--- src/busCpu_defines.svh ---
`ifndef BUSCPU_DEFINES_SVH
`define BUSCPU_DEFINES_SVH

// Datapath word and bus width
`define WORD_W 32

// General register file size, R0 doubles as the zero base
`define REG_COUNT 16

// Word memory, addressed by the low MAR bits
`define MEM_DEPTH 512
`define MEM_AW 9

// Signed constant field of the immediate format
`define IMM_W 19

`endif

--- src/busCpu_pkg.sv ---
`default_nettype none

`include "busCpu_defines.svh"

package busCpu_pkg;

    // Opcode sits in IR[31:27]
    typedef enum logic [4:0] {
        opLd   = 5'b00000,
        opSt   = 5'b00010,
        opAdd  = 5'b00011,
        opSub  = 5'b00100,
        opAnd  = 5'b00101,
        opOr   = 5'b00110,
        opAddi = 5'b01100,
        opHalt = 5'b11011
    } opcodeT;

    // ld, st, addi
    typedef struct packed {
        opcodeT                          opcode;
        logic [$clog2(`REG_COUNT)-1:0] ra;
        logic [$clog2(`REG_COUNT)-1:0] rb;
        logic signed [`IMM_W-1:0]       c;
    } immFormT;

    // add, sub, and, or
    typedef struct packed {
        opcodeT                          opcode;
        logic [$clog2(`REG_COUNT)-1:0] ra;
        logic [$clog2(`REG_COUNT)-1:0] rb;
        logic [$clog2(`REG_COUNT)-1:0] rc;
        logic [14:0]                     unused;
    } regFormT;

    typedef union packed {
        immFormT imm;
        regFormT rr;
    } instrT;

    // One step worth of control strobes
    typedef struct packed {
        logic   pcOut, zLowOut, mdrOut, cOut, rOut, baOut;   // Bus drivers
        logic   pcIn, irIn, yIn, zIn, marIn, mdrIn, rIn;     // Register loads
        logic   read, write;
        logic   gra, grb, grc;                               // Field selects
        logic   incPc;                                       // Z gets bus + 1
        opcodeT aluOp;
    } ctrlT;

    typedef enum logic [1:0] {
        sIdle,
        sRun,
        sHalted
    } seqStateT;

endpackage

`default_nettype wire

--- src/busAlu.sv ---
`timescale 1ns/1ps
`default_nettype none

`include "busCpu_defines.svh"

// Z value from Y and the bus
module busAlu (
    input  busCpu_pkg::opcodeT  op,
    input  logic [`WORD_W-1:0]  y,
    input  logic [`WORD_W-1:0]  b,
    output logic [`WORD_W-1:0]  z
);

    always_comb begin
        case (op)
            busCpu_pkg::opSub: begin
                z = y - b;            // rb - rc
            end
            busCpu_pkg::opAnd: begin
                z = y & b;
            end
            busCpu_pkg::opOr: begin
                z = y | b;
            end
            default: begin
                // add, plus the address sums of ld/st and addi
                z = y + b;
            end
        endcase
    end

endmodule

`default_nettype wire

--- src/busDatapath.sv ---
`timescale 1ns/1ps
`default_nettype none

`include "busCpu_defines.svh"

module busDatapath (
    input  logic                clk,
    input  logic                reset,
    input  busCpu_pkg::ctrlT    ctrl,
    input  logic                clearPc,
    input  logic [`WORD_W-1:0]  memData,
    output busCpu_pkg::instrT   ir,
    output logic [`MEM_AW-1:0]  mar,
    output logic [`WORD_W-1:0]  mdr
);

    logic [`WORD_W-1:0] bus;
    logic [`WORD_W-1:0] pc;
    logic [`WORD_W-1:0] y;
    logic [`WORD_W-1:0] z;
    logic [`WORD_W-1:0] mdrQ;
    logic [`WORD_W-1:0] mdrNext;
    logic [`WORD_W-1:0] aluZ;
    logic [`WORD_W-1:0] regOut;
    logic [`WORD_W-1:0] cExt;

    assign cExt = {{(`WORD_W-`IMM_W){ir.imm.c[`IMM_W-1]}}, ir.imm.c};

    ////////////////////////////////////////////////////////////
    // Shared bus
    ////////////////////////////////////////////////////////////

    always_comb begin
        if (ctrl.pcOut) begin
            bus = pc;
        end else if (ctrl.zLowOut) begin
            bus = z;
        end else if (ctrl.mdrOut) begin
            bus = mdrQ;
        end else if (ctrl.cOut) begin
            bus = cExt;
        end else if (ctrl.rOut || ctrl.baOut) begin
            bus = regOut;
        end else begin
            bus = '0;                 // Nobody drives
        end
    end

    assign mdrNext = ctrl.read ? memData : bus;
    // Memory sees the word MDR takes this cycle, which lets st write in T6
    assign mdr     = ctrl.mdrIn ? mdrNext : mdrQ;

    always_ff @(posedge clk) begin
        if (reset) begin
            pc <= '0;
            ir <= '0;
        end else begin
            if (clearPc) begin
                pc <= '0;
            end else if (ctrl.pcIn) begin
                pc <= bus;
            end
            if (ctrl.irIn) begin
                ir <= busCpu_pkg::instrT'(bus);
            end
        end
    end

    // Operand and address registers
    always_ff @(posedge clk) begin
        if (ctrl.yIn) begin
            y <= bus;
        end
        if (ctrl.zIn) begin
            z <= ctrl.incPc ? bus + 1'b1 : aluZ;   // T0 forms PC + 1
        end
        if (ctrl.marIn) begin
            mar <= bus[`MEM_AW-1:0];
        end
        if (ctrl.mdrIn) begin
            mdrQ <= mdrNext;
        end
    end

    registerFile registerFile_inst (
        .clk    (clk),
        .reset  (reset),
        .ir     (ir),
        .gra    (ctrl.gra),
        .grb    (ctrl.grb),
        .grc    (ctrl.grc),
        .rIn    (ctrl.rIn),
        .baOut  (ctrl.baOut),
        .busIn  (bus),
        .regOut (regOut)
    );

    busAlu busAlu_inst (
        .op (ctrl.aluOp),
        .y  (y),
        .b  (bus),
        .z  (aluZ)
    );

endmodule

`default_nettype wire

--- src/registerFile.sv ---
`timescale 1ns/1ps
`default_nettype none

`include "busCpu_defines.svh"

module registerFile (
    input  logic                clk,
    input  logic                reset,
    input  busCpu_pkg::instrT   ir,
    input  logic                gra,
    input  logic                grb,
    input  logic                grc,
    input  logic                rIn,
    input  logic                baOut,
    input  logic [`WORD_W-1:0]  busIn,
    output logic [`WORD_W-1:0]  regOut
);

    logic [`WORD_W-1:0]             regs [`REG_COUNT];
    logic [$clog2(`REG_COUNT)-1:0] idx;

    ////////////////////////////////////////////////////////////
    // Select and encode
    ////////////////////////////////////////////////////////////

    // Only one of gra/grb/grc is raised per step
    always_comb begin
        idx = '0;
        if (gra) begin
            idx = ir.imm.ra;
        end else if (grb) begin
            idx = ir.imm.rb;
        end else if (grc) begin
            idx = ir.rr.rc;
        end
    end

    always_ff @(posedge clk) begin
        if (reset) begin
            for (int i = 0; i < `REG_COUNT; i++) begin
                regs[i] <= '0;
            end
        end else if (rIn) begin
            regs[idx] <= busIn;
        end
    end

    // Base reads of R0 give zero, so C(R0) is an absolute address
    assign regOut = (baOut && idx == '0) ? '0 : regs[idx];

endmodule

`default_nettype wire

--- config.mk ---
export PLATFORM = sky130hd
export DESIGN_NAME = busDatapath
export DESIGN_NICKNAME = d
export VERILOG_FILES = /design/src/busCpu_pkg.sv /design/src/busAlu.sv /design/src/busDatapath.sv /design/src/registerFile.sv
export VERILOG_INCLUDE_DIRS = /design/src
export SDC_FILE = /design/constraint.sdc
export NUM_CORES = 1
export LEC_CHECK = 0
export ABC_AREA = 0
export BUFFER_PORTS_ARGS = -buffer_cell sky130_fd_sc_hd__buf_2
export CORE_MARGIN = 4
export CORE_UTILIZATION = 40
export CTS_BUF_LIST = sky130_fd_sc_hd__clkbuf_16
export CTS_CLUSTER_DIAMETER = 100
export DETAILED_ROUTE_END_ITERATION = 10
export GPL_TIMING_DRIVEN = 1
export PLACE_DENSITY = 0.59
export SYNTH_ARGS = -nofsm -noshare
export SYNTH_HDL_FRONTEND = slang
export SYNTH_HIERARCHICAL = 1
export SYNTH_SLANG_ARGS = --single-unit
--- constraint.sdc ---
create_clock -name clk -period 13.75 [get_ports clk]
set_clock_uncertainty 0.1 [all_clocks]
set_input_delay 0.6875 -clock clk [delete_from_list [all_inputs] [get_ports clk]]
set_output_delay 0.6875 -clock clk [all_outputs]
set_load 0.02 [all_outputs]
==> impl_metrics.tcl <==
set metrics [dict create \
    clk_path_buf_depth 3 \
    slowest_delay_ps 830 \
    first_global_vias 23700 \
    tns_ps 0 \
    slew_headroom_pct 20.9 \
    cts_repair_resize_count 0 \
    r2r_start "ir[16]" \
    place_congestion 0.889 \
    synthesis.nets 2964 \
    dp_hpwl_um 63300 \
    grt_pass1_wl_um 153000 \
    max_freq_mhz 102 \
    postCtsSetupBuffers 0 \
    min_delay_path_depth 4 \
    crit_type "reg2reg" \
    core_mm2 0.0855 \
    grt_usage_pct 22.4 \
    ir_drop_mv 0.112 \
    maxUsedRoutingLayer "met5" \
    drv_slew 0 \
    async_reset_ff_share_pct 0 \
    clkSinkCount 681 \
    antenna_found_initial 1 \
    grt_start_max_net_pins 59 \
    post-route-period-util_pct 71.6 \
    cts_tree "yes" \
    first_pass_iters 5 \
    syn_area_mm2 0.0346 \
    synth_top_area_share_pct 50.8 \
    wirelength_um 105000 \
    ioPinCount 132 \
    route.met2.wl_um 47800 \
    numCtsBuffers 76 \
    route.detailed.drc 0 \
    ys_ff_latch 681 \
    setup_viol 0 \
    period_needed_ps 9850 \
    endpoint "z[29]" \
    insertion_delay_ps 630 \
    syn2layout_area_growth_pct 11.0 \
    synth_cells 2869 \
    die_y_um 302 \
    gr-total-overflow 0 \
    hold_viol_final 0 \
    synth_top_cells_by_count "edfxtp_1, and2_1, nand2_1" \
    wire_per_inst_um 25.4 \
    worst_slew_pin_slew_ps 1190 \
    syn_avg_cell_area_um2 12.1 \
    avgViaCountPerCell 5.85 \
    crit_path_start_kind "flop" \
    dieWidth_um 302 \
    cts_root_buf "clkbuf_16" \
    rr_worst_depth 29 \
    ys_types 86 \
    ant_nets 0 \
    drive_above_1_share_pct 16.9 \
    regToRegEndpoint "z[29]" \
    end_kind "flop" \
    yosysSeqAreaShare_pct 56.3 \
    holdWs_ps 311 \
    power.density_mw_per_mm2 136 \
    rsz0062_at_grt "no" \
    worst_path_max_delay_cell "o31a_2" \
    antennaDiodeCount 0 \
    worstHoldPathType "in2reg" \
    power.leakage_nw 14.4 \
    io_buffers 130 \
    rows 107 \
    synthFlopType "edfxtp_1" \
    synth_edf_count 585 \
    maxCapViolCount 0 \
    fill_cells 7832 \
    cts-htree-levels 3 \
    start_util_pct 40.4 \
    rrSetupSlack_ps 3900 \
    drt-met1-wl_um 45500 \
    crit_required_ps 14020 \
    clk_pin_slew_ps 60 \
    synth.area.top_cells "edfxtp_1, and2_1, mux4_2" \
    yosys_warnings 6 \
    synth_most_common_cell "edfxtp_1" \
    dieArea_mm2 0.0913 \
    drt-initial-drc-count 2458 \
    cp_max_fo 40 \
    routed-wl-met3_um 7680 \
    crit_start "ir[16]" \
    ctsHoldBuffers 0 \
    final_nets 3000 \
    vias 24000 \
    yosys.area.top_type "edfxtp_1" \
    cp.arrival_ps 10120 \
    status "finished, final reports clean" \
]
-- logic make-up (layout without fill, tap and decap cells) --
kind of cell | count (synthesis) | in the layout | share of synthesized area, %
AND/OR/NAND/NOR | 1118 | 1118 | 17.7
flip-flops | 681 | 681 | 56.3
AO/OA/AOI/OAI | 540 | 540 | 11.2
buffers and inverters | 270 | 368 | 3.61
multiplexers | 155 | 155 | 8.08
XOR/XNOR | 69 | 69 | 1.75
adder cells (fa/ha/maj) | 36 | 36 | 1.32
-- critical path, delay by kind of cell (launching register included) --
| family | cells | cell delay (ps) |
|---|---|---|
| flip-flops | 1 | 530 |
| multiplexers | 1 | 380 |
| adder cells (fa/ha/maj) | 1 | 400 |
| XOR/XNOR | 2 | 290 |
| AND/OR/NAND/NOR | 8 | 2000 |
| buffers and inverters | 3 | 1500 |
| AO/OA/AOI/OAI | 14 | 4250 |
-- cell type report --
cell class | instances | area (um2) | share of cell area (%)
clock buffer | 78 | 1950 | 5.08
tap | 1144 | 1430 | 3.73
inverter | 44 | 165 | 0.430
clock inverter | 62 | 360 | 0.938
timing repair buffer | 184 | 1060 | 2.75
sequential | 681 | 19500 | 50.8
multi-input combinational | 1918 | 13900 | 36.3
-- worst min-delay path by stage --
stage | start | end
CTS | memData[30] | mdrQ[30]
detailed placement | pc[2] | pc[2]
finish | memData[30] | mdrQ[30]
floorplan | pc[0] | pc[0]
global route | ctrl[13] | mar[2]
global placement | pc[29] | pc[29]
-- routing by layer --
layer  vias to the layer above  global-route usage, %
met4                         2                   8.01
met3                       192                   3.29
li1                      10700                      -
met2                      1042                   35.2
met5                         -                      0
met1                     12100                   31.7
-- placed cells by master, fill, tap and decap left out, types with 21 or more instances in the layout --
cell       Yosys  final
nor3b_1       35     34
or2_2         21     21
inv_1         41     60
mux4_2        86     86
dfxtp_1       96     96
edfxtp_1     585    585
buf_2         51    130
a21oi_1       89     89
a22oi_2       29     29
a21o_1        21     21
ha_1          35     35
buf_4          9     54
o21a_1        27     26
o21ai_0       90     90
nor2_1       157    138
a211oi_1      83     83
and3_1        35     35
xor2_1        35     35
clkbuf_16      0     78
mux2i_1       31     31
and2_1       517    517
o311ai_1      34     34
xnor2_1       34     34
mux2_2        30     30
a22oi_1       54     54
nand2_1      225    225
-- where the power goes --
group / switching (mW) / leakage, nW / internal [mW]
Sequential: 0.0510 / 6.81 / 2.37
Combinational: 0.589 / 6.43 / 0.308
Clock: 0.847 / 1.21 / 1.07
Total: 1.49 / 14.4 / 3.75
-- sequential cells by signal (all words and copies together), names as in the netlist --
register and count:
y 32, registerFile_inst/regs 512, mdrQ 32, ir 32, pc 32, mar 9, z 32
-- per-stage QoR --
stage          cells  power, mW  area [um2]  utilization, %  worst slack [ps]
6_report        4111       5.23       38400            44.9              3900
5_1_grt         4111       5.42       38400            44.9              3290
4_1_cts         4111       5.26       38400            44.9              4060
3_3_place_gp    3971       3.34       36100            42.2              3680
3_5_place_dp    3971       3.36       36100            42.2              3630
2_1_floorplan   2869       3.06       34600               -              6440
Note: power is estimated with default switching activity, not from simulation.
