## src/busCpu_defines.svh

```systemverilog
`ifndef BUSCPU_DEFINES_SVH
`define BUSCPU_DEFINES_SVH

// Datapath word and bus width
`define WORD_W 32

// General register file size, R0 doubles as the zero base
`define REG_COUNT 16

// Word memory, addressed by the low MAR bits
`define MEM_DEPTH 512
`define MEM_AW 9

// Signed constant field of the immediate format
`define IMM_W 19

`endif

```

## src/busCpu_pkg.sv

```systemverilog
`default_nettype none

`include "busCpu_defines.svh"

package busCpu_pkg;

    // Opcode sits in IR[31:27]
    typedef enum logic [4:0] {
        opLd   = 5'b00000,
        opSt   = 5'b00010,
        opAdd  = 5'b00011,
        opSub  = 5'b00100,
        opAnd  = 5'b00101,
        opOr   = 5'b00110,
        opAddi = 5'b01100,
        opHalt = 5'b11011
    } opcodeT;

    // ld, st, addi
    typedef struct packed {
        opcodeT                          opcode;
        logic [$clog2(`REG_COUNT)-1:0] ra;
        logic [$clog2(`REG_COUNT)-1:0] rb;
        logic signed [`IMM_W-1:0]       c;
    } immFormT;

    // add, sub, and, or
    typedef struct packed {
        opcodeT                          opcode;
        logic [$clog2(`REG_COUNT)-1:0] ra;
        logic [$clog2(`REG_COUNT)-1:0] rb;
        logic [$clog2(`REG_COUNT)-1:0] rc;
        logic [14:0]                     unused;
    } regFormT;

    typedef union packed {
        immFormT imm;
        regFormT rr;
    } instrT;

    // One step worth of control strobes
    typedef struct packed {
        logic   pcOut, zLowOut, mdrOut, cOut, rOut, baOut;   // Bus drivers
        logic   pcIn, irIn, yIn, zIn, marIn, mdrIn, rIn;     // Register loads
        logic   read, write;
        logic   gra, grb, grc;                               // Field selects
        logic   incPc;                                       // Z gets bus + 1
        opcodeT aluOp;
    } ctrlT;

    typedef enum logic [1:0] {
        sIdle,
        sRun,
        sHalted
    } seqStateT;

endpackage

`default_nettype wire

```

## src/controlSequencer.sv

```systemverilog
`timescale 1ns/1ps
`default_nettype none

module controlSequencer (
    input  logic               clk,
    input  logic               reset,
    input  logic               start,
    input  busCpu_pkg::instrT  ir,
    input  logic [2:0]         step,
    output busCpu_pkg::ctrlT   ctrl,
    output logic               stepClear,
    output logic               clearPc,
    output logic               running,
    output logic               halted
);

    busCpu_pkg::seqStateT state;
    busCpu_pkg::opcodeT   op;
    logic                 lastStep;
    logic                 haltNow;

    assign op        = ir.imm.opcode;
    assign running   = (state == busCpu_pkg::sRun);
    assign halted    = (state == busCpu_pkg::sHalted);
    assign stepClear = lastStep || (state != busCpu_pkg::sRun);

    ////////////////////////////////////////////////////////////
    // Run state
    ////////////////////////////////////////////////////////////

    // PC is held at zero while stopped so every run starts at word 0
    always_ff @(posedge clk) begin
        if (reset) begin
            state   <= busCpu_pkg::sIdle;
            clearPc <= 1'b1;
        end else begin
            case (state)
                busCpu_pkg::sRun: begin
                    if (haltNow) begin
                        state   <= busCpu_pkg::sHalted;
                        clearPc <= 1'b1;
                    end
                end
                default: begin        // Idle or halted
                    if (start) begin
                        state   <= busCpu_pkg::sRun;
                        clearPc <= 1'b0;
                    end
                end
            endcase
        end
    end

    ////////////////////////////////////////////////////////////
    // Step decode
    ////////////////////////////////////////////////////////////

    always_comb begin
        ctrl     = '0;
        lastStep = 1'b0;
        haltNow  = 1'b0;
        if (state == busCpu_pkg::sRun) begin
            case (step)
                3'd0: begin           // MAR <= PC, Z <= PC + 1
                    ctrl.pcOut = 1'b1;
                    ctrl.marIn = 1'b1;
                    ctrl.incPc = 1'b1;
                    ctrl.zIn   = 1'b1;
                end
                3'd1: begin
                    ctrl.zLowOut = 1'b1;
                    ctrl.pcIn    = 1'b1;
                    ctrl.read    = 1'b1;
                    ctrl.mdrIn   = 1'b1;
                end
                3'd2: begin
                    ctrl.mdrOut = 1'b1;
                    ctrl.irIn   = 1'b1;
                end
                default: begin
                    case (op)
                        busCpu_pkg::opLd, busCpu_pkg::opSt: begin
                            case (step)
                                3'd3: begin   // Y <= base, R0 reads as zero
                                    ctrl.grb   = 1'b1;
                                    ctrl.baOut = 1'b1;
                                    ctrl.yIn   = 1'b1;
                                end
                                3'd4: begin
                                    ctrl.cOut  = 1'b1;
                                    ctrl.aluOp = busCpu_pkg::opAdd;
                                    ctrl.zIn   = 1'b1;
                                end
                                3'd5: begin
                                    ctrl.zLowOut = 1'b1;
                                    ctrl.marIn   = 1'b1;
                                end
                                3'd6: begin
                                    ctrl.mdrIn = 1'b1;
                                    if (op == busCpu_pkg::opSt) begin
                                        ctrl.gra   = 1'b1;
                                        ctrl.rOut  = 1'b1;
                                        ctrl.write = 1'b1;
                                        lastStep   = 1'b1;
                                    end else begin
                                        ctrl.read = 1'b1;
                                    end
                                end
                                default: begin    // T7, ld only
                                    ctrl.mdrOut = 1'b1;
                                    ctrl.gra    = 1'b1;
                                    ctrl.rIn    = 1'b1;
                                    lastStep    = 1'b1;
                                end
                            endcase
                        end
                        busCpu_pkg::opAddi, busCpu_pkg::opAdd, busCpu_pkg::opSub,
                        busCpu_pkg::opAnd, busCpu_pkg::opOr: begin
                            case (step)
                                3'd3: begin
                                    ctrl.grb  = 1'b1;
                                    ctrl.rOut = 1'b1;
                                    ctrl.yIn  = 1'b1;
                                end
                                3'd4: begin
                                    ctrl.zIn = 1'b1;
                                    if (op == busCpu_pkg::opAddi) begin
                                        ctrl.cOut  = 1'b1;
                                        ctrl.aluOp = busCpu_pkg::opAdd;
                                    end else begin
                                        ctrl.grc   = 1'b1;
                                        ctrl.rOut  = 1'b1;
                                        ctrl.aluOp = op;
                                    end
                                end
                                default: begin    // T5 writeback
                                    ctrl.zLowOut = 1'b1;
                                    ctrl.gra     = 1'b1;
                                    ctrl.rIn     = 1'b1;
                                    lastStep     = 1'b1;
                                end
                            endcase
                        end
                        default: begin        // halt, unknown opcodes stop too
                            haltNow  = 1'b1;
                            lastStep = 1'b1;
                        end
                    endcase
                end
            endcase
        end
    end

endmodule

`default_nettype wire

```

## config.mk

```make
export PLATFORM = sky130hd
export DESIGN_NAME = controlSequencer
export DESIGN_NICKNAME = d
export VERILOG_FILES = /design/src/busCpu_pkg.sv /design/src/controlSequencer.sv
export VERILOG_INCLUDE_DIRS = /design/src
export SDC_FILE = /design/constraint.sdc
export NUM_CORES = 1
export LEC_CHECK = 0
export CAP_MARGIN = 0
export CORE_AREA = 2 2 45 47
export CTS_BUF_LIST = sky130_fd_sc_hd__clkbuf_8
export DETAILED_ROUTE_END_ITERATION = 8
export DIE_AREA = 0 0 47 49
export DONT_BUFFER_PORTS = 1
export GPL_TIMING_DRIVEN = 0
export PLACE_DENSITY = 0.56
export SLEW_MARGIN = 20
export SYNTH_ARGS = -nofsm -noshare
export SYNTH_HDL_FRONTEND = slang
export SYNTH_SLANG_ARGS = --single-unit
```

## constraint.sdc

```tcl
create_clock -name clk -period 1.39 [get_ports clk]
set_input_delay 0.0695 -clock clk [delete_from_list [all_inputs] [get_ports clk]]
set_output_delay 0.0695 -clock clk [all_outputs]
set_load 0.005 [all_outputs]
```

==> flow_summary.toml, run 1 <==
[pwr]
p_leak_nw = 0.2694
peakVddDrop_v = 0.0003274
power_density_nw_per_um2 = 641.7
power_mw = 0.5556

[yosys]
synth_top_area_cell = "dfxtp_1"
syn_avg_cell_area_sq_um = 6.560
synth-main-ff-cell = "dfxtp_1"
async_flop_share_pct = 0
ys_seq_area_share_pct = 8.889
yosysTopAreaCellShare_pct = 8.889
ys_types = 45
netlist_instances = 103
ys_seq_elements = 3
syn_area_sq_um = 675.6
netlist_top_cells_count = "nor2_1, a21oi_1, nand2_1"
ys_top_cells_by_area = "dfxtp_1, nor2_1, a21oi_1, nand3_1, a2111oi_2"
synth_most_common_cell = "nor2_1"
synth-edff-count = 0
yosys_warnings = 0

[cts]
cts-root-buf = "clkbuf_8"
cts.clk_slew.worst_paths_ns = 0.03
numClockSinks = 3
insertion_delay_ns = 0.22
cts_tree = "built"
cts_made_buffers = 3
postCtsSetupBuffers = 0
cts_buffer_depth = 2
htreeDepth = 1

[worst_setup_path]
path_delay_family = "simple AND/OR/NAND/NOR gates"
cp_max_fo = 5
r2r_end = "state[1]"
endpoint = "ctrl[18]"
crit_cells = 3
worstSetupEndpointType = "output pin"
r2r_cells = 4
startpoint = "state[1]"
critPathMaxStageDelay_ns = 0.46
path_buf_inv = 0
crit_arrival_ns = 1.31
rrSetupSlack_ns = 0.15
crit_chain = "nand2b_4, or4_4, nor2_4"
required_ns = 1.32
slowest_stage = "or4_4"
path_class = "flip-flop to output pin"
cp-start-kind = "flip-flop"
r2r-start = "state[1]"

[global_routing]
antenna_found_initial = 0
grt_usage_pct = 17.59
grt_first_pass_wirelength_mm = 2.904
grt_max_degree = 11
gr-total-overflow = 0
grt_pass1_vias = 637

[timing]
clock.fmax_ghz = 0.7259
hold_viol = 0
rsz0062_at_grt = "yes"
slew_viol_final = 0
holdWs_ns = 0.01745
fin_crit_ns = 1.378
fin_tns_setup_ns = 0
setup_viol = 0
period_share_pct = 99.11
finClkSkew_ns = 0.0003463

[hold_path]
hold_class = "input pin to flip-flop"

[cells_and_area]
multi_input_area_sq_um = 621.8
drive_above_1_share_pct = 33.94
area_delta_synth_final_pct = 28.15
antenna_cells = 0
seqCellArea_sq_um = 62.56
num-fill-cells = 209
finalNonFillerCells = 136
final_nets = 148

[floorplanning]
die-area_sq_um = 2303
core-area_sq_um = 1842
die_x_microns = 47
rows = 16
ios = 66
start_util_pct = 36.68
die_height_microns = 49

[routing]
avgRoutedWirePerCell_microns = 15.34
drt_wl_total_mm = 2.086
route.antenna.remaining_nets = 0
drcViolationCount = 0
vias_per_cell = 5.912
vias = 804
drt_pre_antenna_iters = 4
drt_iter0_drc = 24

[run_status]
status = "finished clean"

[placed_design]
place_inst = 131
gp_congestion = 0.8389
dpl.hpwl_mm = 1.416
place.port_buffers = 0

[run]
maxCapViolCount = 0
[final cells by class]
cell class / count / share of cell area [%]
multi-input combinational: 85 / 71.82
buffer: 10 / 8.092
sequential: 3 / 7.225
clock buffer: 3 / 4.769
tap: 27 / 3.902
inverter: 6 / 2.601
timing repair buffer: 1 / 1.156
clock inverter: 1 / 0.4335
[power breakdown]
group / switching, mW / total (mW) / internal, mW
clock network: 0.0631 / 0.252 / 0.188
logic: 0.125 / 0.199 / 0.0741
registers: 0.00946 / 0.105 / 0.0956
[sequential cells by signal (all words and copies together) (netlist names)]
register  flops
state         2
clearPc       1
[routing by layer]
layer	global-route usage, %	routed length [microns]	share of wire [%]
met2	24.89	971	47
met4	11.11	77	3.7
met3	4.074	169	8.1
met5	0	0	0
met1	23.15	868	42
[repair_timing]
item,4_1_cts,5_1_grt
cloned,0,1
resized for setup,8,13
endpoints found under the setup margin,18,11
endpoints found under the hold margin,2,0
hold buffers,1,0
pin swaps,1,0
[per-stage QoR]
stage,utilization [%],worst slack (ns),area (sq um)
6_report,47.01,0.01241,865.8
5_1_grt,47.01,-0.03197,865.8
4_1_cts,42.87,-0.006699,789.5
3_5_place_dp,38.72,-0.1287,713.2
3_3_place_gp,38.72,-0.08134,713.2
2_1_floorplan,-,0.08931,679.4
[how the worst min path moves through the flow]
| stage | startpoint | end | cells after the start |
|---|---|---|---|
| 6_report | start | state[0] | 2 |
| 5_1_grt | start | state[0] | 2 |
| 4_1_cts | reset | clearPc | 2 |
| 3_5_place_dp | reset | state[1] | 1 |
| 3_3_place_gp | reset | state[1] | 1 |
| 2_1_floorplan | reset | state[1] | 1 |
[layout by cell type (no fill, tap or decap), drive strengths merged, types with 2 or more instances in the layout]
| cell type | count |
|---|---|
| nor2 | 14 |
| a21oi | 8 |
| buf | 8 |
| nand3 | 7 |
| nand2 | 7 |
| inv | 6 |
| nor3 | 6 |
| clkbuf | 5 |
| nor4 | 4 |
| nand2b | 4 |
| nor2b | 3 |
| o21ai | 3 |
| a2111oi | 3 |
| dfxtp | 3 |
| o21a | 2 |
| and3 | 2 |
| o211ai | 2 |
| or3b | 2 |
| conb | 2 |
[logic make-up after synthesis]
kind of cell | after synthesis | share of synthesized area [%]
fa+ha+maj | 1 | 1.667
simple gates | 55 | 44.82
flops | 3 | 8.889
other cells | 1 | 0.5550
compound gates | 25 | 28.52
xor+xnor | 1 | 1.297
buf+inv | 17 | 14.26
No activity file was read; power rests on OpenSTA's default activity.
==> run 2, diff against run 1 <==
CORE_AREA = 2 2 43 45   (was 2 2 45 47)
DIE_AREA = 0 0 45 47   (was 0 0 47 49)
PLACE_DENSITY = 0.61   (was 0.56)
==> run 2 against run 1 <==
  * Maximum frequency is essentially flat
  * Largest power group unchanged
  * Total power shrank 1.2%
  * Critical endpoint is now ctrl[7]
  * Die area shrank 8.2%
==> flow_summary.toml, run 2 (synthesis gave the netlist of run 1 again) <==
[worst_setup_path]
worstSetupEndpointType = "output pin"
path_buf_inv = 0
startpoint = "state[1]"
crit_arrival_ns = 1.31
cp-start-kind = "flip-flop"
r2r-start = "state[1]"
r2r_end = "clearPc"
crit_cells = 3
path_delay_family = "simple AND/OR/NAND/NOR gates"
rrSetupSlack_ns = 0.13
critPathMaxStageDelay_ns = 0.45
cp_max_fo = 5
path_class = "flip-flop to output pin"
endpoint = "ctrl[7]"
crit_chain = "nand2b_4, or4_4, nor2_1"
required_ns = 1.32
slowest_stage = "or4_4"
r2r_cells = 4

[cts]
cts_tree = "built"
cts-root-buf = "clkbuf_8"
cts.clk_slew.worst_paths_ns = 0.03
htreeDepth = 1
cts_buffer_depth = 2
numClockSinks = 3
cts_made_buffers = 3
insertion_delay_ns = 0.21

[timing]
fin_ws_ns = 0.01166
slew_viol_final = 0
setup_viol = 0
rsz0062_at_grt = "yes"
period_share_pct = 99.16
clock.fmax_ghz = 0.7255
finClkSkew_ns = 0.0001669
fin_crit_ns = 1.378
hold_viol = 0

[placed_design]
dpl_worst_slack_ns = -0.1622
dpl.hpwl_mm = 1.418
gp_congestion = 0.8158
place.port_buffers = 0

[routing]
drcViolationCount = 0
route.antenna.remaining_nets = 0
drt_wl_total_mm = 1.995
wl_met1_microns = 830
drt_pre_antenna_iters = 4
vias_per_cell = 6.236
drt_iter0_drc = 10
topRoutingLayerUsed = "met3"
met2_length_microns = 999
wl_met3_microns = 165
vias = 792
avgRoutedWirePerCell_microns = 15.71

[pwr]
peakVddDrop_v = 0.0002502
p_leak_nw = 0.2821
power_density_nw_per_um2 = 644.9

[global_routing]
antenna_found_initial = 0
gr-total-overflow = 0
grt_first_pass_wirelength_mm = 2.829
grt_pass1_vias = 659
grt_max_degree = 11
grt_usage_pct = 17.81

[hold_path]
hold_class = "input pin to flip-flop"

[cells_and_area]
regMostFlops = "state"
final_common_cell = "nor2_1"
largest_reg_flops = 2
final_nets = 149
final_cell_mix = "nor2_1, a21oi_1, nand3_1, nand2_1"
num-fill-cells = 183
antenna_cells = 0
drive_above_1_share_pct = 35.45
reg.largest.list = "state (2), clearPc (1)"
fin_util_pct = 51.52
area_delta_synth_final_pct = 25.93

[floorplanning]
die_x_microns = 45
ios = 66
die-area_sq_um = 2115
core-area_sq_um = 1652
rows = 15
die_height_microns = 47
start_util_pct = 40.91

[run_status]
status = "finished clean"

[run]
maxCapViolCount = 0
## run 2: changes by cell type in the layout (fill, tap and decap cells not counted), sizes merged
cell / before / now
buf: 8 / 9
## run 2: how the worst min path moves through the flow
stage | startpoint | to | cells past startpoint
6_report | reset | clearPc | 2
5_1_grt | start | state[1] | 2
4_1_cts | start | state[0] | 2
3_5_place_dp | reset | state[1] | 1
3_3_place_gp | reset | state[1] | 1
2_1_floorplan | reset | state[1] | 1
## run 2: layout make-up
cell class,count,area [sq um],area share [%]
multi-input cells,85,613.1,72.06
flip-flops and latches,3,61.31,7.206
plain buffers,10,70.07,8.235
clock buffers,3,41.29,4.853
repair buffers,2,17.52,2.059
well taps,17,21.27,2.500
clock inverters,1,3.754,0.4412
inverters,6,22.52,2.647
## run 2: per-layer routing
metal	global-route usage (%)	up-vias
met1	23.06	372
met2	32.00	34
met3	3.077	0
met5	0	-
li1	-	386
met4	1.765	0
## run 2: timing repair
action / CTS / global route
hold endpoints to repair: 2 / 0
gates cloned: 0 / 1
hold buffers: 1 / 0
buffers inserted: 0 / 1
gates resized for setup: 11 / 9
endpoints found under the setup margin: 18 / 10
pin swaps: 1 / 0
## run 2: power by group
part           switching (mW)  internal [mW]  total [mW]
clock                  0.0566          0.188       0.245
combinational           0.124         0.0761       0.201
sequential            0.00838         0.0952       0.104
total                   0.189          0.359       0.549
## run 2: per-stage QoR
stage / area (sq um) / total power, mW / hold slack, ns / cells / setup TNS, ns
3_5_place_dp: 700.7 / 0.2720 / 0.1441 / 121 / -0.2747
6_report: 850.8 / 0.5487 / 0.02841 / 127 / 0
2_1_floorplan: 679.4 / 0.2432 / 0.1386 / 104 / 0
3_3_place_gp: 700.7 / 0.2693 / 0.1409 / 121 / -0.1566
4_1_cts: 794.5 / 0.5351 / 0.03169 / 125 / 0
5_1_grt: 850.8 / 0.5857 / 0.04470 / 127 / -0.08792
